**config.mk**
```make
export PLATFORM = sky130hd
export DESIGN_NAME = rv32_exec_core
export DESIGN_NICKNAME = d
export VERILOG_FILES = /design/src/verilog/rv_core_pkg.sv /design/src/verilog/core_ifs.sv /design/src/verilog/reg_file.sv /design/src/verilog/instr_decode.sv /design/src/verilog/alu_execute.sv /design/src/verilog/retire_unit.sv /design/src/verilog/rv32_exec_core.sv
export SDC_FILE = /design/constraint.sdc
export NUM_CORES = 2
export LEC_CHECK = 0
export BUFFER_PORTS_ARGS = -buffer_cell sky130_fd_sc_hd__buf_2
export CORE_MARGIN = 2
export CORE_UTILIZATION = 47
export DETAILED_ROUTE_END_ITERATION = 6
export GPL_TIMING_DRIVEN = 0
export PLACE_DENSITY_LB_ADDON = 0.2
export SLEW_MARGIN = 30
export SYNTH_ARGS = -nofsm -noshare
export SYNTH_HDL_FRONTEND = slang
export SYNTH_SLANG_ARGS = --single-unit
export TNS_END_PERCENT = 100
```
**constraint.sdc**
```tcl
create_clock -name clk -period 81.4 [get_ports clk]
set_input_delay 16.28 -clock clk [delete_from_list [all_inputs] [get_ports clk]]
set_output_delay 16.28 -clock clk [all_outputs]
set_load 0.05 [all_outputs]
```
**src/verilog/rv_core_pkg.sv**
```systemverilog
package rv_core_pkg;

    //////////////////////////////
    // Widths and reset values
    //////////////////////////////

    localparam int XLEN    = 32;                    // Word width
    localparam int REG_SEL = 5;                     // Register index width

    localparam logic [XLEN-1:0] RESET_PC = '0;      // PC after reset

    //////////////////////////////
    // Major opcodes, instr[6:2]
    //////////////////////////////

    typedef enum logic [4:0] {
        OPC_R      = 5'b01100,                      // Register-register ALU
        OPC_I      = 5'b00100,                      // Register-immediate ALU
        OPC_LUI    = 5'b01101,
        OPC_AUIPC  = 5'b00101,
        OPC_JAL    = 5'b11011,
        OPC_JALR   = 5'b11001,
        OPC_BRANCH = 5'b11000                       // All six conditional branches
    } opcode_e;

    // ALU operations chosen by decode
    typedef enum logic [3:0] {
        ALU_ADD,
        ALU_SUB,
        ALU_SLL,
        ALU_SLT,                                    // Signed compare
        ALU_SLTU,                                   // Unsigned compare
        ALU_XOR,
        ALU_SRL,
        ALU_SRA,
        ALU_OR,
        ALU_AND,
        ALU_PASS_B                                  // LUI, operand_b straight through
    } alu_op_e;

    // Writeback source
    typedef enum logic {
        RES_ALU,                                    // ALU result
        RES_LINK                                    // PC+4 for JAL/JALR
    } res_sel_e;

    // Branch conditions by funct3
    localparam logic [2:0] F3_BEQ  = 3'b000;
    localparam logic [2:0] F3_BNE  = 3'b001;
    localparam logic [2:0] F3_BLT  = 3'b100;
    localparam logic [2:0] F3_BGE  = 3'b101;
    localparam logic [2:0] F3_BLTU = 3'b110;
    localparam logic [2:0] F3_BGEU = 3'b111;

endpackage

```
**src/verilog/core_ifs.sv**
```systemverilog
// Decoded instruction, decode to execute
interface decode_bus_if;
    logic                                dec_valid;     // One-cycle pulse per instruction
    rv_core_pkg::alu_op_e                alu_op;
    rv_core_pkg::res_sel_e               res_sel;
    logic [2:0]                          funct3;        // Branch condition
    logic [rv_core_pkg::XLEN-1:0]        operand_a;
    logic [rv_core_pkg::XLEN-1:0]        operand_b;
    logic [rv_core_pkg::XLEN-1:0]        rs1_val;
    logic [rv_core_pkg::XLEN-1:0]        rs2_val;
    logic [rv_core_pkg::XLEN-1:0]        imm;
    logic [rv_core_pkg::XLEN-1:0]        pc_at_issue;
    logic [rv_core_pkg::REG_SEL-1:0]     rd;
    logic                                reg_write;
    logic                                branch;
    logic                                jump;          // JAL or JALR
    logic                                jalr;
    logic                                illegal;

    modport driver   (output dec_valid, alu_op, res_sel, funct3, operand_a, operand_b,
                      rs1_val, rs2_val, imm, pc_at_issue, rd, reg_write, branch, jump,
                      jalr, illegal);
    modport receiver (input  dec_valid, alu_op, res_sel, funct3, operand_a, operand_b,
                      rs1_val, rs2_val, imm, pc_at_issue, rd, reg_write, branch, jump,
                      jalr, illegal);
endinterface

// Execute result, execute to retire
interface exec_result_if;
    logic                                res_valid;     // One-cycle pulse
    logic [rv_core_pkg::REG_SEL-1:0]     rd;
    logic                                reg_write;
    logic [rv_core_pkg::XLEN-1:0]        value;         // Writeback data
    logic [rv_core_pkg::XLEN-1:0]        next_pc;
    logic                                illegal;

    modport driver   (output res_valid, rd, reg_write, value, next_pc, illegal);
    modport receiver (input  res_valid, rd, reg_write, value, next_pc, illegal);
endinterface

```
**src/verilog/reg_file.sv**
```systemverilog
module reg_file (
    input  logic                                clk,
    input  logic                                reset,
    input  logic [rv_core_pkg::REG_SEL-1:0]     rs1_addr,
    input  logic [rv_core_pkg::REG_SEL-1:0]     rs2_addr,
    output logic [rv_core_pkg::XLEN-1:0]        rs1_data,
    output logic [rv_core_pkg::XLEN-1:0]        rs2_data,
    input  logic                                wr_en,
    input  logic [rv_core_pkg::REG_SEL-1:0]     wr_addr,
    input  logic [rv_core_pkg::XLEN-1:0]        wr_data
);

    // x1..x31 only, x0 has no storage
    logic [rv_core_pkg::XLEN-1:0] regs [1:31];

    // Synchronous write port
    always_ff @(posedge clk) begin
        if (reset) begin
            for (int i = 1; i < 32; i++) begin
                regs[i] <= '0;
            end
        end else if (wr_en && (wr_addr != '0)) begin
            regs[wr_addr] <= wr_data;
        end
    end

    // Asynchronous reads, x0 reads as zero
    always_comb begin
        rs1_data = '0;
        rs2_data = '0;
        if (rs1_addr != '0) begin
            rs1_data = regs[rs1_addr];
        end
        if (rs2_addr != '0) begin
            rs2_data = regs[rs2_addr];
        end
    end

endmodule

```
**src/verilog/instr_decode.sv**
```systemverilog
module instr_decode (
    input  logic                                clk,
    input  logic                                reset,
    input  logic                                instr_req,
    input  logic [rv_core_pkg::XLEN-1:0]        instr,
    input  logic                                instr_ack,
    input  logic [rv_core_pkg::XLEN-1:0]        pc,
    output logic                                release_ack,    // Agent dropped instr_req
    output logic [rv_core_pkg::REG_SEL-1:0]     rs1_addr,
    output logic [rv_core_pkg::REG_SEL-1:0]     rs2_addr,
    input  logic [rv_core_pkg::XLEN-1:0]        rs1_data,
    input  logic [rv_core_pkg::XLEN-1:0]        rs2_data,
    decode_bus_if.driver                        dbus
);

    typedef enum logic [1:0] {ISSUE_IDLE, ISSUE_BUSY, ISSUE_RELEASE} issue_state_e;

    issue_state_e                       state;
    logic                               issue;
    rv_core_pkg::opcode_e               opcode;
    logic [2:0]                         funct3;
    logic [rv_core_pkg::REG_SEL-1:0]    rd;
    logic [rv_core_pkg::XLEN-1:0]       imm_i, imm_u, imm_j, imm_b;
    rv_core_pkg::alu_op_e               alu_op_c;
    rv_core_pkg::res_sel_e              res_sel_c;
    logic [rv_core_pkg::XLEN-1:0]       imm_c, op_a_c, op_b_c;
    logic                               has_rd, branch_c, jump_c, jalr_c, illegal_c;

    // funct3 plus the alternate bit gives the ALU op for R and I types
    function automatic rv_core_pkg::alu_op_e alu_sel(input logic [2:0] f3, input logic alt);
        case (f3)
            3'b000:  return alt ? rv_core_pkg::ALU_SUB : rv_core_pkg::ALU_ADD;
            3'b001:  return rv_core_pkg::ALU_SLL;
            3'b010:  return rv_core_pkg::ALU_SLT;
            3'b011:  return rv_core_pkg::ALU_SLTU;
            3'b100:  return rv_core_pkg::ALU_XOR;
            3'b101:  return alt ? rv_core_pkg::ALU_SRA : rv_core_pkg::ALU_SRL;
            3'b110:  return rv_core_pkg::ALU_OR;
            default: return rv_core_pkg::ALU_AND;
        endcase
    endfunction

    //////////////////////////////
    // Field extraction
    //////////////////////////////

    assign opcode   = rv_core_pkg::opcode_e'(instr[6:2]);
    assign funct3   = instr[14:12];
    assign rd       = instr[11:7];
    assign rs1_addr = instr[19:15];                 // Async read, instr held stable by agent
    assign rs2_addr = instr[24:20];

    assign imm_i = {{20{instr[31]}}, instr[31:20]};
    assign imm_u = {instr[31:12], 12'b0};
    assign imm_j = {{12{instr[31]}}, instr[19:12], instr[20], instr[30:21], 1'b0};
    assign imm_b = {{20{instr[31]}}, instr[7], instr[30:25], instr[11:8], 1'b0};

    // Opcode classification
    always_comb begin
        alu_op_c  = rv_core_pkg::ALU_ADD;
        res_sel_c = rv_core_pkg::RES_ALU;
        imm_c     = imm_i;
        op_a_c    = rs1_data;
        op_b_c    = rs2_data;
        has_rd    = 1'b1;
        branch_c  = 1'b0;
        jump_c    = 1'b0;
        jalr_c    = 1'b0;
        illegal_c = (instr[1:0] != 2'b11);          // Compressed encodings not supported
        case (opcode)
            rv_core_pkg::OPC_R: alu_op_c = alu_sel(funct3, instr[30]);
            rv_core_pkg::OPC_I: begin
                alu_op_c = alu_sel(funct3, instr[30] && (funct3 == 3'b101)); // No SUBI
                op_b_c   = imm_i;
            end
            rv_core_pkg::OPC_LUI: begin
                alu_op_c = rv_core_pkg::ALU_PASS_B;
                imm_c    = imm_u;
                op_b_c   = imm_u;
            end
            rv_core_pkg::OPC_AUIPC: begin
                imm_c  = imm_u;
                op_a_c = pc;
                op_b_c = imm_u;
            end
            rv_core_pkg::OPC_JAL: begin
                res_sel_c = rv_core_pkg::RES_LINK;
                jump_c    = 1'b1;
                imm_c     = imm_j;
            end
            rv_core_pkg::OPC_JALR: begin
                res_sel_c = rv_core_pkg::RES_LINK;
                jump_c    = 1'b1;
                jalr_c    = 1'b1;
                op_b_c    = imm_i;
                illegal_c = illegal_c || (funct3 != 3'b000);
            end
            rv_core_pkg::OPC_BRANCH: begin
                has_rd    = 1'b0;
                branch_c  = 1'b1;
                imm_c     = imm_b;
                illegal_c = illegal_c || (funct3[2:1] == 2'b01); // 010/011 undefined
            end
            default: begin                          // Loads, stores, fence, system
                has_rd    = 1'b0;
                illegal_c = 1'b1;
            end
        endcase
    end

    //////////////////////////////
    // Issue FSM
    //////////////////////////////

    assign issue = (state == ISSUE_IDLE) && instr_req && !instr_ack;

    always_ff @(posedge clk) begin
        if (reset) begin
            state          <= ISSUE_IDLE;
            dbus.dec_valid <= 1'b0;
            release_ack    <= 1'b0;
        end else begin
            dbus.dec_valid <= issue;                // Single pulse
            release_ack    <= 1'b0;
            case (state)
                ISSUE_IDLE:    if (issue) state <= ISSUE_BUSY;
                ISSUE_BUSY: begin
                    if (instr_ack && !instr_req) begin  // Phase 3 seen
                        release_ack <= 1'b1;
                        state       <= ISSUE_RELEASE;
                    end
                end
                ISSUE_RELEASE: if (!instr_ack) state <= ISSUE_IDLE;
                default:       state <= ISSUE_IDLE;
            endcase
        end
    end

    // Bundle register, loaded on issue
    always_ff @(posedge clk) begin
        if (issue) begin
            dbus.alu_op      <= alu_op_c;
            dbus.res_sel     <= res_sel_c;
            dbus.funct3      <= funct3;
            dbus.operand_a   <= op_a_c;
            dbus.operand_b   <= op_b_c;
            dbus.rs1_val     <= rs1_data;
            dbus.rs2_val     <= rs2_data;
            dbus.imm         <= imm_c;
            dbus.pc_at_issue <= pc;
            dbus.rd          <= rd;
            dbus.reg_write   <= has_rd && (rd != '0) && !illegal_c;
            dbus.branch      <= branch_c && !illegal_c;
            dbus.jump        <= jump_c && !illegal_c;
            dbus.jalr        <= jalr_c && !illegal_c;
            dbus.illegal     <= illegal_c;
        end
    end

endmodule

```
**src/verilog/alu_execute.sv**
```systemverilog
module alu_execute (
    input  logic                clk,
    input  logic                reset,
    decode_bus_if.receiver      dbus,
    exec_result_if.driver       rbus
);

    logic [rv_core_pkg::XLEN-1:0] a, b;
    logic [rv_core_pkg::XLEN-1:0] alu_res;
    logic [rv_core_pkg::XLEN-1:0] seq_pc, target_pc;
    logic [4:0]                   shamt;
    logic                         taken;

    assign a     = dbus.operand_a;
    assign b     = dbus.operand_b;
    assign shamt = b[4:0];                          // Low five bits only

    // ALU
    always_comb begin
        case (dbus.alu_op)
            rv_core_pkg::ALU_ADD:    alu_res = a + b;
            rv_core_pkg::ALU_SUB:    alu_res = a - b;
            rv_core_pkg::ALU_SLL:    alu_res = a << shamt;
            rv_core_pkg::ALU_SLT:    alu_res = ($signed(a) < $signed(b)) ? 32'd1 : 32'd0;
            rv_core_pkg::ALU_SLTU:   alu_res = (a < b) ? 32'd1 : 32'd0;
            rv_core_pkg::ALU_XOR:    alu_res = a ^ b;
            rv_core_pkg::ALU_SRL:    alu_res = a >> shamt;
            rv_core_pkg::ALU_SRA:    alu_res = $signed(a) >>> shamt;
            rv_core_pkg::ALU_OR:     alu_res = a | b;
            rv_core_pkg::ALU_AND:    alu_res = a & b;
            rv_core_pkg::ALU_PASS_B: alu_res = b;
            default:                 alu_res = a + b;
        endcase
    end

    //////////////////////////////
    // Branch and next PC
    //////////////////////////////

    always_comb begin
        case (dbus.funct3)
            rv_core_pkg::F3_BEQ:  taken = (dbus.rs1_val == dbus.rs2_val);
            rv_core_pkg::F3_BNE:  taken = (dbus.rs1_val != dbus.rs2_val);
            rv_core_pkg::F3_BLT:  taken = ($signed(dbus.rs1_val) < $signed(dbus.rs2_val));
            rv_core_pkg::F3_BGE:  taken = ($signed(dbus.rs1_val) >= $signed(dbus.rs2_val));
            rv_core_pkg::F3_BLTU: taken = (dbus.rs1_val < dbus.rs2_val);
            rv_core_pkg::F3_BGEU: taken = (dbus.rs1_val >= dbus.rs2_val);
            default:              taken = 1'b0;
        endcase
        taken = taken && dbus.branch;               // Only meaningful for branches
    end

    assign seq_pc = dbus.pc_at_issue + 32'd4;       // Also the link value

    always_comb begin
        if (dbus.jalr) begin
            target_pc = (dbus.rs1_val + dbus.imm) & ~32'd1;  // Bit 0 cleared
        end else if (dbus.jump || taken) begin
            target_pc = dbus.pc_at_issue + dbus.imm;
        end else begin
            target_pc = seq_pc;
        end
    end

    // Result register
    always_ff @(posedge clk) begin
        if (reset) begin
            rbus.res_valid <= 1'b0;
        end else begin
            rbus.res_valid <= dbus.dec_valid;
        end
    end

    always_ff @(posedge clk) begin
        if (dbus.dec_valid) begin
            rbus.rd        <= dbus.rd;
            rbus.reg_write <= dbus.reg_write;
            rbus.value     <= (dbus.res_sel == rv_core_pkg::RES_LINK) ? seq_pc : alu_res;
            rbus.next_pc   <= target_pc;
            rbus.illegal   <= dbus.illegal;
        end
    end

endmodule

```
**src/verilog/retire_unit.sv**
```systemverilog
module retire_unit (
    input  logic                                clk,
    input  logic                                reset,
    exec_result_if.receiver                     rbus,
    input  logic                                release_ack,
    output logic                                wr_en,
    output logic [rv_core_pkg::REG_SEL-1:0]     wr_addr,
    output logic [rv_core_pkg::XLEN-1:0]        wr_data,
    output logic [rv_core_pkg::XLEN-1:0]        pc,
    output logic                                instr_ack,
    output logic                                wb_valid,
    output logic [rv_core_pkg::REG_SEL-1:0]     wb_rd,
    output logic [rv_core_pkg::XLEN-1:0]        wb_data,
    output logic                                instr_illegal
);

    logic commit;

    // Register write happens on the same edge as the PC update
    assign commit  = rbus.res_valid && rbus.reg_write;
    assign wr_en   = commit;
    assign wr_addr = rbus.rd;
    assign wr_data = rbus.value;

    //////////////////////////////
    // PC and handshake flags
    //////////////////////////////

    always_ff @(posedge clk) begin
        if (reset) begin
            pc            <= rv_core_pkg::RESET_PC;
            instr_ack     <= 1'b0;
            wb_valid      <= 1'b0;
            instr_illegal <= 1'b0;
        end else begin
            wb_valid <= commit;                     // One cycle per writeback
            if (rbus.res_valid) begin
                pc            <= rbus.next_pc;
                instr_ack     <= 1'b1;              // Retired
                instr_illegal <= rbus.illegal;      // Held with the ack
            end else if (release_ack) begin
                instr_ack     <= 1'b0;              // Phase 4
                instr_illegal <= 1'b0;
            end
        end
    end

    // Writeback report
    always_ff @(posedge clk) begin
        if (commit) begin
            wb_rd   <= rbus.rd;
            wb_data <= rbus.value;
        end
    end

endmodule

```
**src/verilog/rv32_exec_core.sv**
```systemverilog
module rv32_exec_core (
    input  logic                                clk,
    input  logic                                reset,
    input  logic                                instr_req,
    input  logic [rv_core_pkg::XLEN-1:0]        instr,
    output logic                                instr_ack,
    output logic                                wb_valid,
    output logic [rv_core_pkg::REG_SEL-1:0]     wb_rd,
    output logic [rv_core_pkg::XLEN-1:0]        wb_data,
    output logic [rv_core_pkg::XLEN-1:0]        pc,
    output logic                                instr_illegal
);

    logic                               release_ack;    // Decode to retire
    logic [rv_core_pkg::REG_SEL-1:0]    rs1_addr, rs2_addr;
    logic [rv_core_pkg::XLEN-1:0]       rs1_data, rs2_data;
    logic                               wr_en;
    logic [rv_core_pkg::REG_SEL-1:0]    wr_addr;
    logic [rv_core_pkg::XLEN-1:0]       wr_data;

    decode_bus_if  u_dbus ();
    exec_result_if u_rbus ();

    reg_file u_reg_file (
        .clk      (clk),
        .reset    (reset),
        .rs1_addr (rs1_addr),
        .rs2_addr (rs2_addr),
        .rs1_data (rs1_data),
        .rs2_data (rs2_data),
        .wr_en    (wr_en),
        .wr_addr  (wr_addr),
        .wr_data  (wr_data)
    );

    instr_decode u_decode (
        .clk         (clk),
        .reset       (reset),
        .instr_req   (instr_req),
        .instr       (instr),
        .instr_ack   (instr_ack),
        .pc          (pc),
        .release_ack (release_ack),
        .rs1_addr    (rs1_addr),
        .rs2_addr    (rs2_addr),
        .rs1_data    (rs1_data),
        .rs2_data    (rs2_data),
        .dbus        (u_dbus.driver)
    );

    alu_execute u_execute (
        .clk   (clk),
        .reset (reset),
        .dbus  (u_dbus.receiver),
        .rbus  (u_rbus.driver)
    );

    retire_unit u_retire (
        .clk           (clk),
        .reset         (reset),
        .rbus          (u_rbus.receiver),
        .release_ack   (release_ack),
        .wr_en         (wr_en),
        .wr_addr       (wr_addr),
        .wr_data       (wr_data),
        .pc            (pc),
        .instr_ack     (instr_ack),
        .wb_valid      (wb_valid),
        .wb_rd         (wb_rd),
        .wb_data       (wb_data),
        .instr_illegal (instr_illegal)
    );

endmodule

```
==> summary.md <==
| Metric | Value |
|---|---|
| Main synth FF type | `edfxtp_1` |
| Synth-to-Final Area Change | `11.03%` |
| Synth Register Bits | `1382` |
| Status | `complete, no violations` |
| RSZ-0062 raised after global routing | `false` |
| Top post-synthesis cells by count | `edfxtp_1, and2_1, mux4_2` |
| Sequential fraction of the synthesis area | `0.5094` |
| Final instance area | `89580 µm²` |
| Worst reg2reg setup slack | `74.26 ns` |
| Clk_skew | `0.04535 ns` |
| Crit-path max FO | `10` |
| Wirelength per Cell | `34.43 µm` |
| CORE AREA | `171200 µm²` |
| Syn_area_per_cell | `13.58 µm²` |
| CTS Hold Bufs | `0` |
| Hold path start | `u_decode.dbus.rd[2]` |
| Iter 0 DRT Violations | `6370` |
| Total CTS buffers | `150` |
| CP endpoint kind | `flip-flop` |
| Drt total wl | `297300 µm` |
| Root Buffer | `clkbuf_16` |
| R2r endpoint | `u_execute.rbus.value[31]` |
| Antenna viol nets, final | `0` |
| Hold EP | `u_execute.rbus.rd[2]` |
| Initial antenna violation count | `8` |
| Max frequency | `50.64 MHz` |
| Critical path arrival | `20.29 ns` |
| Leading cell type by number of instances after synthesis | `edfxtp_1` |
| Row cnt | `152` |
| Slowest stage cell, crit path | `clkbuf_1` |
| Pwr Total | `0.001889 W` |
| Full die area | `175000 µm²` |
| Clock transition at path regs | `0.06 ns` |
| Final Hold Fails | `0` |
| Crit path cell chain | `clkbuf_2, clkbuf_1, clkbuf_1, mux4_2, mux4_2, mux2i_1, nor2_1, mux2_2` |
| Setup_tns | `0 ns` |
| Final #Nets | `6503` |
| Port Buffers | `95` |
| Max Cap Violations | `0` |
| Worst Path Required | `81.94 ns` |
| First-pass GRT wire length | `411500 µm` |
| WP buf/inv | `3` |
| Reg-to-Reg Start | `u_decode.dbus.operand_b[3]` |
| Final period utilization | `0.2426` |
| Dpl ws | `60.56 ns` |
| Final Critical Period | `19.75 ns` |
| Pwr per Cell Area | `21.09 nW/µm²` |
| Die height | `418.3 µm` |
| Worst Reg-to-Reg Cells | `17` |
| Layout cells sized above 1 | `0.2118` |
| Synth warnings | `0` |
| GP Congestion | `1.046` |
| Synth area leader | `edfxtp_1` |
| CTS tree | `built` |
| WHS | `0.4019 ns` |
| TritonCTS Sinks | `1382` |
| Leakage power | `32.72 nW` |
| Startpoint Class | `input port` |
| # resized after CTS | `0` |
| Placed inst area | `84620 µm²` |
| Synth top area cells | `edfxtp_1, mux4_2, and2_1` |
| Post-synth EDFFs | `1342` |
| Post-synth ARST share | `0` |
| Netlist cell types | `101` |
| GRT overflow | `0` |
| VDD IR max | `0.02492 mV` |
| Vias in the first global route | `54920` |
| GRT Util Overall | `0.3388` |
| Vias/cell | `6.417` |
| Clock latency on the worst-skew pair | `0.83 ns` |
| Mapped Cells | `5941` |
| H-tree Lvls | `4` |
| Initial Utilization | `0.4714` |
| Routed vias | `55420` |
| Pin count of the biggest net entering global routing | `40` |
| Measured slew at the worst slew-check pin | `1.126 ns` |
| Setup CP Type | `in2reg` |
| Hold WC Path Type | `reg2reg` |
| Detailed Place HPWL | `239900 µm` |
| Post-CTS Repair Setup Buffers | `0` |
| Critical Path Max Stage Delay | `0.84 ns` |
| WHS Path Cells | `0` |
| Final setup vio count | `0` |
| Boundary Pins | `107` |
| Slew HR | `0.2495` |
| Mapped Area | `80680 µm²` |
| Drt first pass iters | `5` |
| Maximum buffer depth of the clock tree | `3` |
| DRC | `0` |
| Chip width | `418.3 µm` |
| Post-route setup slack | `61.65 ns` |
| Delay-heaviest family, CP | `buffers and inverters` |
| Post-synth top area share | `0.4995` |
| Slew Limit Fails | `0` |
[power breakdown]
group | total [W] | leakage [nW] | switching, W | internal (W)
registers | 0.000848 | 13.9 | 0.0000316 | 0.000817
logic | 0.000349 | 16.4 | 0.000220 | 0.000129
clock network | 0.000692 | 2.38 | 0.000296 | 0.000396
[layer usage]
metal	vias to the layer above	global-route usage	routed length, µm
met5	-	0	0
met2	2972	0.5709	146600
met4	0	0.2202	22570
li1	23480	-	-
met3	725	0.06320	24170
met1	28240	0.3980	104000
[cells by family (layout without fill, tap and decap cells)]
group	Yosys count	in the layout	share of synthesized area
xor gates and xnor gates	86	86	0.009336
and+or+nand+nor	1933	1933	0.1313
buffers and inverters	669	1091	0.03371
adders and majority gates	195	195	0.03061
DFF	1382	1382	0.5094
muxes	880	880	0.2188
other	1	41	0.00004648
AOI/OAI and AO/OA	795	795	0.06678
[flip-flops by register name, indices dropped and copies added, names as in the netlist, 2 cells and up]
signal and cells:
u_reg_file.regs 1024, u_decode.dbus.imm 32, u_decode.dbus.operand_a 32, u_decode.dbus.operand_b 32, u_decode.dbus.pc_at_issue 32, u_decode.dbus.rs1_val 32, u_decode.dbus.rs2_val 32, u_execute.rbus.next_pc 32
u_execute.rbus.value 32, u_retire.pc 32, u_retire.wb_data 32, u_decode.dbus.rd 5, u_execute.rbus.rd 5, u_retire.wb_rd 5, u_decode.dbus.alu_op 4, u_decode.dbus.funct3 3
u_decode.state 2
[worst max path at each step]
stage,start,endpoint,cells past startpoint
3_3_place_gp,instr_req,u_decode.dbus.pc_at_issue[1],2
3_5_place_dp,instr[21],u_decode.dbus.operand_b[31],8
4_1_cts,instr[21],u_decode.dbus.operand_b[31],8
2_1_floorplan,instr_req,u_decode.dbus.alu_op[0],1
5_1_grt,instr_req,u_decode.dbus.operand_a[4],19
6_report,instr[21],u_decode.dbus.operand_b[31],8
[layout by cell type (no fill, tap or decap), drive strengths merged, types with 122 or more instances in the layout]
cell type  count
clkbuf       582
mux4         698
ha           191
buf          275
a21oi        222
inv          167
nand2        253
o21ai        146
nor2         343
and2        1009
mux2i        122
edfxtp      1342
[per-stage QoR]
stage | std cells | utilization
3_5_place_dp | 8352 | 0.4944
4_1_cts | 8625 | 0.5229
6_report | 8636 | 0.5234
3_3_place_gp | 8300 | 0.4912
2_1_floorplan | 5972 | -
5_1_grt | 8627 | 0.5232
[final cells by class]
cell class,instances,area [µm²]
multi-input combinational,3921,37090
clock buffer,202,4212
antenna,9,22.52
timing repair buffer,149,890.9
fill,14470,81580
clock inverter,71,669.4
buffer,506,2182
inverter,163,611.8
sequential,1382,41100
tap,2233,2794
[worst reg2reg max path, stage by stage (launching register included)]
cell and delay (ns):
edfxtp_1 0.47, clkbuf_1 0.65, clkinv_1 0.73, clkbuf_1 0.53
clkbuf_1 0.45, buf_2 0.40, ha_1 0.38, buf_2 0.22
nand4_1 0.18, a211oi_1 0.82, o21a_1 0.46, nand4_1 0.17
o21ai_2 0.17, o221ai_1 0.31, o41ai_2 0.41, mux2i_1 0.27
a211oi_2 0.06, buf_4 0.21
No activity file was read; power rests on OpenSTA's default activity.
